**src/pi_loop_pkg.sv**
```systemverilog
// Width constants, configuration register addresses and saturation functions for the PI loop
package pi_loop_pkg;

	// Error input width, clamped inside the loop
	localparam int ERR_W = 19;
	// Feedforward input width
	localparam int FF_W = 17;
	// Output width, also the width of the proportional term
	localparam int OUT_W = 18;
	// Integrator accumulator width
	localparam int ACC_W = 21;
	// Configuration address width
	localparam int CFG_AW = 3;

	// Register map, one 32-bit word per address
	typedef enum logic [CFG_AW-1:0] {
		CFG_KP_I  = 3'd0,
		CFG_KP_Q  = 3'd1,
		CFG_KI    = 3'd2,
		CFG_SHIFT = 3'd3,
		CFG_CTRL  = 3'd4
	} cfg_addr_e;

	// Saturate x to a signed w-bit range, result is sign extended to 64 bits
	// Values that fit are kept, the rest rail to the max or min of w bits
	function automatic logic signed [63:0] sat_narrow(input logic signed [63:0] x,
			input int w);
		logic signed [63:0] hi;
		logic signed [63:0] lo;
		hi = (64'sd1 <<< (w - 1)) - 64'sd1;
		lo = -(64'sd1 <<< (w - 1));
		if (x > hi)
			sat_narrow = hi;
		else if (x < lo)
			sat_narrow = lo;
		else
			sat_narrow = x;
	endfunction

	// Shorthand for saturation to the output width
	function automatic logic signed [OUT_W-1:0] sat_out(input logic signed [63:0] x);
		logic signed [63:0] s;
		s = sat_narrow(x, OUT_W);
		sat_out = s[OUT_W-1:0];
	endfunction

endpackage

```
**src/pi_cfg_regs.sv**
```systemverilog
// Configuration registers for loop gains, post shift and feedback enable with readback
`timescale 1ns/1ps

module pi_cfg_regs
	import pi_loop_pkg::*;
#(
	parameter int KW = 18
) (
	input  logic                 clk,
	input  logic                 rst_n_i,
	input  logic                 cfg_we_i,
	input  logic [CFG_AW-1:0]    cfg_addr_i,
	input  logic [31:0]          cfg_wdata_i,
	output logic [31:0]          cfg_rdata_o,
	output logic signed [KW-1:0] kp_i_o,
	output logic signed [KW-1:0] kp_q_o,
	output logic signed [KW-1:0] ki_over_kp_o,
	output logic [3:0]           post_shift_o,
	output logic                 feedback_en_o
);

	cfg_addr_e           addr;
	logic signed [KW-1:0] kp_i_r, kp_q_r, ki_r;
	logic [3:0]           shift_r;
	logic                 fb_en_r;

	assign addr = cfg_addr_e'(cfg_addr_i);

	// Write on the strobe edge, low bits of the data word only
	always_ff @(posedge clk) begin
		if (!rst_n_i) begin
			kp_i_r <= '0;
			kp_q_r <= '0;
			ki_r <= '0;
			shift_r <= '0;
			fb_en_r <= 1'b0;
		end else if (cfg_we_i) begin
			case (addr)
				CFG_KP_I:  kp_i_r <= cfg_wdata_i[KW-1:0];
				CFG_KP_Q:  kp_q_r <= cfg_wdata_i[KW-1:0];
				CFG_KI:    ki_r <= cfg_wdata_i[KW-1:0];
				CFG_SHIFT: shift_r <= cfg_wdata_i[3:0];
				CFG_CTRL:  fb_en_r <= cfg_wdata_i[0];
				// Holes in the map drop the write
				default: ;
			endcase
		end
	end

	// Readback mux, gains come back zero extended
	always_comb begin
		cfg_rdata_o = '0;
		case (addr)
			CFG_KP_I:  cfg_rdata_o[KW-1:0] = kp_i_r;
			CFG_KP_Q:  cfg_rdata_o[KW-1:0] = kp_q_r;
			CFG_KI:    cfg_rdata_o[KW-1:0] = ki_r;
			CFG_SHIFT: cfg_rdata_o[3:0] = shift_r;
			CFG_CTRL:  cfg_rdata_o[0] = fb_en_r;
			default:   cfg_rdata_o = '0;
		endcase
	end

	// Levels to the loop
	assign kp_i_o = kp_i_r;
	assign kp_q_o = kp_q_r;
	assign ki_over_kp_o = ki_r;
	assign post_shift_o = shift_r;
	assign feedback_en_o = fb_en_r;

endmodule

```
**config.mk**
```make
export PLATFORM = sky130hd
export DESIGN_NAME = pi_cfg_regs
export DESIGN_NICKNAME = d
export VERILOG_FILES = /design/src/pi_loop_pkg.sv /design/src/pi_cfg_regs.sv
export SDC_FILE = /design/constraint.sdc
export NUM_CORES = 1
export LEC_CHECK = 0
export ABC_AREA = 1
export BUFFER_PORTS_ARGS = -buffer_cell sky130_fd_sc_hd__buf_2
export CAP_MARGIN = 10
export CELL_PAD_IN_SITES_DETAIL_PLACEMENT = 1
export CELL_PAD_IN_SITES_GLOBAL_PLACEMENT = 2
export CORE_MARGIN = 2
export CORE_UTILIZATION = 25
export CTS_CLUSTER_DIAMETER = 120
export DETAILED_ROUTE_END_ITERATION = 10
export GPL_ROUTABILITY_DRIVEN = 0
export PLACE_DENSITY = 0.87
export SLEW_MARGIN = 20
export SYNTH_ARGS = -nofsm -noshare
export SYNTH_HDL_FRONTEND = slang
export SYNTH_SLANG_ARGS = --single-unit
export TNS_END_PERCENT = 100
```
**constraint.sdc**
```tcl
create_clock -name clk -period 1.1 [get_ports clk]
set_input_delay 0.055 -clock clk [delete_from_list [all_inputs] [get_ports clk]]
set_output_delay 0.055 -clock clk [all_outputs]
set_load 0.05 [all_outputs]
```
---- Yosys cells after proc, flatten, opt, wreduce, memory -nomap -nowiden ----
Cells that the tools add are included.
storage, ports and cells
  flip-flop bits (word level) ............. 59
  input bits .............................. 38
  output and inout port bits .............. 91
  word-level logic and storage cells ...... 18
cells by class
  equal/unequal tests ..................... 4
  muxes and demuxes ....................... 3
  reductions and logical operators ........ 6
operators with widths
  operator                                              count
  one-hot mux 14 bit (3 select lines)                   1
  one-hot mux 3 bit (4 select lines)                    1
  AND reduction 2 bit                                   5
  equality test 3 x 2 -> 1 bit (second input constant)  2
  one-hot mux 1 bit (5 select lines)                    1
  equality test 3 x 1 -> 1 bit (second input constant)  1
  equality test 3 bit (second input constant)           1
  logical NOT 3 bit                                     1

---- Longest topological paths before layout ----
Gate-level depths: netlist of the first run.
  depth after elaboration ................. 2
  depth in mapped cells ................... 7
  depth with buffers taken out ............ 6

---- Worst setup path after synthesis of the first run ----
OpenSTA, ideal clock, no wires.
  kind .................................... reg2out
  start ................................... register kp_q_r[1], in the netlist kp_q_o[1]
  end ..................................... output cfg_rdata_o[1]
  arrival time ............................ 1.232 ns
  data required time ...................... 1.045 ns
  path slack .............................. -0.187 ns
  stages on the path, launching flop included .. 5
  path buffers ............................ 0
  cell sequence ........................... dfxtp_1 -> inv_1 -> o21ai_0 -> inv_1 -> nand2_1
on the way
  cells in the longest elaborated chain, start to end .. 1
RTL lines
  what                                RTL line           source
  start: declaration                  pi_cfg_regs.sv:23  logic signed [KW-1:0] kp_i_r, kp_q_r, ki_r;
  start signal: assignment            pi_cfg_regs.sv:40  CFG_KP_Q: kp_q_r <= cfg_wdata_i[KW-1:0];
  one-hot mux 3 bit (4 select lines)  pi_cfg_regs.sv:53  case (addr)
  end: declaration                    pi_cfg_regs.sv:14  output logic [31:0] cfg_rdata_o,
Every way passes these cells.

---- Final worst setup path of the first run ----
  start ................................... register shift_r[2], in the netlist post_shift_o[2]
  end ..................................... output cfg_rdata_o[2]
on the way
  cells in the longest elaborated chain, start to end .. 1
RTL lines
  what                                RTL line           source
  start: declaration                  pi_cfg_regs.sv:24  logic [3:0] shift_r;
  start signal: assignment            pi_cfg_regs.sv:42  CFG_SHIFT: shift_r <= cfg_wdata_i[3:0];
  one-hot mux 3 bit (4 select lines)  pi_cfg_regs.sv:53
Every way passes these cells.

==> flow_metrics.tcl, run 1 <==
set metrics [dict create \
    synth_top_family_by_area "simple AND/OR/NAND/NOR gates" \
    hold_path_startpoint "cfg_wdata_i[8]" \
    place_area_mm2 0.004060 \
    fillers 1619 \
    p_leak_nw 2.565 \
    grt_pass1_wl_um 18770 \
    crit_slowest_cell "dfxtp_2" \
    p_per_area_mw_per_mm2 1363 \
    avgSynthCellArea_um2 6.609 \
    grt_max_degree 57 \
    grt_usage 0.1689 \
    synth.top_cell.area_share 0.3603 \
    timing.rr.start "feedback_en_o" \
    ys_ff_latch 59 \
    fin_skew_ns 0 \
    synth_adder_area_share 0 \
    timing.hold.ws_ns -0.01077 \
    path_cells "inv_1, nor2_1, nor2_1, nand2_2, buf_8" \
    yosysSeqAreaShare 0.3603 \
    area_delta_synth_final_pct 48.82 \
    cp-end-kind "output pin" \
    synth_mux_area_frac 0 \
    setup_viol 4 \
    status "finished with violations" \
    netlist_instances 496 \
    die-height_um 118.5 \
    dpl.hpwl_um 8044 \
    drc 0 \
    cpMostUsedCell "nor2_1" \
    ctsLongestPathBuffers 2 \
    crit_arrival_ns 1.19 \
    fmax_mhz 802.0 \
    min_period_ns 1.247 \
    grt_pass1_vias 3757 \
    yosysWarnings 0 \
    drv_cap 0 \
    violations "negative hold slack, negative setup slack" \
    fin_setup_tns_ns -0.3800 \
    rows 41 \
    ant_nets 0 \
    final-seq-area_mm2 0.001229 \
    finalCritPeriodShare 1.134 \
    drv_slew 0 \
    pre_cts_ws_ns -0.07765 \
    insertion_delay_ns 0.34 \
    antenna_found_initial 0 \
    wl_per_cell_um 14.70 \
    fin_nets 667 \
    design_area_mm2 0.004878 \
    drive_above_1_share 0.3817 \
    critPathKind "flop to output pin" \
    drt-pass1-iter-count 4 \
    setup_slack_ns -0.1469 \
    io_pins 129 \
    grt-ovfl-total 0 \
    root_buffer "clkbuf_16" \
    antennaDiodeCount 0 \
    initial_utilization 0.2577 \
    vdd_ir_drop_max_mv 0.6881 \
    core-area_mm2 0.01272 \
    netlist_area_mm2 0.003278 \
    vias 3562 \
    cts_tree "built" \
    die_w_um 118.5 \
    finalWirelength_um 11850 \
    required_ns 1.04 \
    slowest_delay_ns 0.32 \
    final_hold_viol_count 1 \
    portBuffers 100 \
    htree_levels 3 \
    synth_area_leaders "dfxtp_1, nand2_1, nor2_1" \
    synth_compound_area_frac 0.004580 \
    dieArea_mm2 0.01404 \
    cp_max_fo 2 \
    rsz0062_at_grt "yes" \
    setup.worst_path.start "post_shift_o[2]" \
    multi_input_area_mm2 0.001687 \
    hold_class "input port to flop" \
    clk_pin_slew_ns 0.06 \
    crit_path_start_kind "flop" \
    synth_area_leader_cell "dfxtp_1" \
    cts_sinks 59 \
    drtIter0Drc 110 \
    cts_buffers 9 \
    post-route-util 0.3835 \
    synth_cell_type_count 21 \
    viasPerCell 4.419 \
    synthSimpleGateAreaFrac 0.4584 \
    synth_xor_area_frac 0 \
]
[flip-flops by register name, indices dropped and copies added, names as in the netlist]
signal         count
ki_over_kp_o      18
kp_i_o            18
kp_q_o            18
post_shift_o       4
feedback_en_o      1
[placed cells by master (no fill, tap or decap), drive strengths merged]
master,n
nor2,131
conb,14
bufinv,2
nand4,37
inv,61
buf,128
o21ai,3
clkinv,4
nand3,29
clkbuf,16
dlygate4sd3,17
dfxtp,59
nand2,133
[cell families after synthesis]
logic type | Yosys count
AOI/OAI and AO/OA | 3
buffers and inverters | 103
DFF | 59
other | 1
and+or+nand+nor | 330
[report_power, final]
group / internal (W) / leakage [nW] / switching [W]
combinational: 0.000366 / 1.90 / 0.000886
clock: 0.00209 / 0.165 / 0.00102
sequential: 0.00223 / 0.497 / 0.0000608
total: 0.00468 / 2.56 / 0.00197
[synth_stat cells (all sizes together)]
cell type / n
buf: 36
dfxtp: 59
nand3: 29
inv: 62
conb: 1
nand2: 133
nand4: 37
clkbuf: 5
o21ai: 3
nor2: 131
[final timing paths]
| path | to | slack, ns | cells after the start |
|---|---|---|---|
| hold / removal | kp_i_o[8] | -0.01 | 3 |
| setup reg to reg | feedback_en_o | 0.33 | 5 |
| setup / recovery | cfg_rdata_o[2] | -0.15 | 5 |
| hold reg to reg | ki_over_kp_o[2] | 0.50 | 2 |
[critical path: cells and delay by family, from the launching register on]
family	cells	cell delay, ns
buffers and inverters	2	0.23
and+or+nand+nor	3	0.30
DFF	1	0.32
[per-stage QoR]
stage / power, W / hold slack [ns] / cells
3_3_place_gp: 0.003436 / 0.2973 / 763
4_1_cts: 0.006680 / 0.0001691 / 802
5_1_grt: 0.006888 / 0.01402 / 806
6_report: 0.006651 / -0.01077 / 806
2_1_floorplan: 0.003188 / 0.1898 / 509
3_5_place_dp: 0.003460 / 0.3075 / 763
[metal layers]
metal | routed length [µm] | track usage | up-vias
met5 | 0 | 0 | -
met4 | 305 | 0.07664 | 0
met3 | 466 | 0.02992 | 21
met2 | 6022 | 0.3042 | 88
met1 | 5052 | 0.1935 | 1692
li1 | - | - | 1761
[final cells by class]
| class | count | area share |
|---|---|---|
| clock inverters | 5 | 0.01539 |
| well taps | 172 | 0.04411 |
| flip-flops and latches | 59 | 0.2519 |
| clock buffers | 11 | 0.05181 |
| multi-input cells | 347 | 0.3457 |
| inverters | 62 | 0.05232 |
| repair buffers | 150 | 0.2388 |
[what timing repair did]
action	4_1_cts	5_1_grt
setup endpoints to repair	18	21
hold buffers	17	0
hold endpoints to repair	18	0
cloned	0	1
gates resized for setup	54	40
pin swaps	8	6
buffers inserted	6	3
Power figures use the tool's default switching activity.
==> inputs of run 2 (changes only) <==
--- a/config.mk
+++ b/config.mk
@@ -11,11 +11,11 @@
 export CELL_PAD_IN_SITES_DETAIL_PLACEMENT = 1
 export CELL_PAD_IN_SITES_GLOBAL_PLACEMENT = 2
 export CORE_MARGIN = 2
-export CORE_UTILIZATION = 25
+export CORE_UTILIZATION = 27
 export CTS_CLUSTER_DIAMETER = 120
 export DETAILED_ROUTE_END_ITERATION = 10
 export GPL_ROUTABILITY_DRIVEN = 0
-export PLACE_DENSITY = 0.87
+export PLACE_DENSITY = 0.93
 export SLEW_MARGIN = 20
 export SYNTH_ARGS = -nofsm -noshare
 export SYNTH_HDL_FRONTEND = slang
==> constraint.sdc (replaced) <==
create_clock -name clk -period 1.6 [get_ports clk]
set_input_delay 0.08 -clock clk [delete_from_list [all_inputs] [get_ports clk]]
set_output_delay 0.08 -clock clk [all_outputs]
set_load 0.05 [all_outputs]
==> run 2 against run 1 <==
- the run now ends clean
- worst hold slack improved by 0.019 ns
- cell count fell by 7.4%
- routed wire length shrank 7.5%
- die area decreased by 7.2%
==> flow_metrics.tcl, run 2 (synthesis gave the netlist of run 1 again) <==
set metrics [dict create \
    grt_pass1_vias 3454 \
    rows 40 \
    insertion_delay_ns 0.32 \
    dpl.hpwl_um 7989 \
    mostFrequentLayoutCells "nand2_1, nor2_1, buf_2, dfxtp_1, inv_1" \
    cts-resized-gates 0 \
    final_common_cell "nand2_1" \
    fin_setup_tns_ns 0 \
    p_leak_nw 2.243 \
    grt-ovfl-total 0 \
    timing.hold.ws_ns 0.007872 \
    min_period_ns 1.425 \
    clk_pin_slew_ns 0.05 \
    htree_levels 3 \
    drv_slew 0 \
    setup_viol 0 \
    hold_class "input port to flop" \
    grt_usage 0.1709 \
    die_w_um 114.2 \
    vias 3426 \
    root_buffer "clkbuf_16" \
    drt-pass1-iter-count 4 \
    p_per_area_mw_per_mm2 1087 \
    place_area_mm2 0.003781 \
    portBuffers 100 \
    wl_per_cell_um 14.68 \
    required_ns 1.52 \
    finalCritPeriodShare 0.8905 \
    cpMostUsedCell "buf_2" \
    drc 0 \
    rsz0062_at_grt "no" \
    place_inst 726 \
    ant_nets 0 \
    status "finished clean" \
    antenna_found_initial 1 \
    post-route-util 0.3496 \
    viasPerCell 4.592 \
    fmax_mhz 701.9 \
    cp-end-kind "output pin" \
    area_delta_synth_final_pct 27.02 \
    vdd_ir_drop_max_mv 0.4393 \
    final_hold_viol_count 0 \
    antennaDiodeCount 0 \
    initial_utilization 0.2752 \
    die-height_um 114.2 \
    fin_skew_ns 0 \
    cts_sinks 59 \
    cp_max_fo 14 \
    crit_arrival_ns 1.34 \
    cts_buffers 9 \
    fin_cells 746 \
    ctsLongestPathBuffers 2 \
    drive_above_1_share 0.2487 \
    post_cts_buffers 0 \
    crit_path_start_kind "input port" \
    dieArea_mm2 0.01304 \
    grt_max_degree 60 \
    path_cells "buf_2, inv_12, nand3_4, inv_2, nand2_1, nand3_1, buf_2" \
    fin_nets 632 \
    critPathKind "input port to output pin" \
    drv_cap 0 \
    io_pins 129 \
    grt_pass1_wl_um 17360 \
    path_buf_inv 4 \
    cts_tree "built" \
    crit_slowest_cell "inv_2" \
    slowest_delay_ns 0.28 \
    design_area_mm2 0.004164 \
    crit_family "buffers and inverters" \
    finalWirelength_um 10950 \
    core-area_mm2 0.01191 \
    drtIter0Drc 114 \
]
## run 2: stage by stage
step | power (W) | setup WS, ns
after floorplan | 0.002186 | 0.2880
after global placement | 0.002320 | 0.1803
after detailed placement | 0.002342 | 0.1423
after CTS | 0.004599 | 0.1390
after global routing | 0.004716 | 0.01235
final | 0.004528 | 0.1752
## run 2: layer usage
layer	global-route usage	share of wire	routed length (µm)	vias to the layer above
li1	-	-	-	1691
met2	0.3127	0.51	5604	87
met4	0.04959	0.016	172	0
met5	0	0	0	-
met3	0.04129	0.049	533	15
met1	0.1970	0.42	4642	1633
## run 2: final timing paths
check | start | endpoint | slack, ns | cells after the start
worst min register to register | kp_q_o[9] | kp_q_o[9] | 0.50 | 2
worst max register to register | kp_i_o[2] | kp_i_o[2] | 0.82 | 4
worst min-delay path | cfg_wdata_i[12] | kp_i_o[12] | 0.008 | 3
worst max-delay path | cfg_addr_i[2] | cfg_rdata_o[17] | 0.18 | 7
## run 2: worst reg2reg max path, cell delays in order, from the launching register on
cell and delay (ns):
dfxtp_1 0.39, inv_1 0.08, nand2_1 0.09, nand2_1 0.07, nor2_1 0.09
## run 2: repair_timing
item / CTS / global route
endpoints found under the setup margin: 0 / 0
endpoints found under the hold margin: 4 / 0
hold buffers: 4 / 0
## run 2: layout make-up
cell class	count	area (µm²)
sequential	59	1181
multi-input combinational	347	1570
tap	147	183.9
inverter	62	250.2
clock inverter	5	100.1
timing repair buffer	115	635.6
clock buffer	11	242.7
fill	1536	7747
## run 2: report_power, final
group          internal, W  switching [W]
logic             0.000168       0.000579
registers          0.00152      0.0000427
clock network      0.00156       0.000658
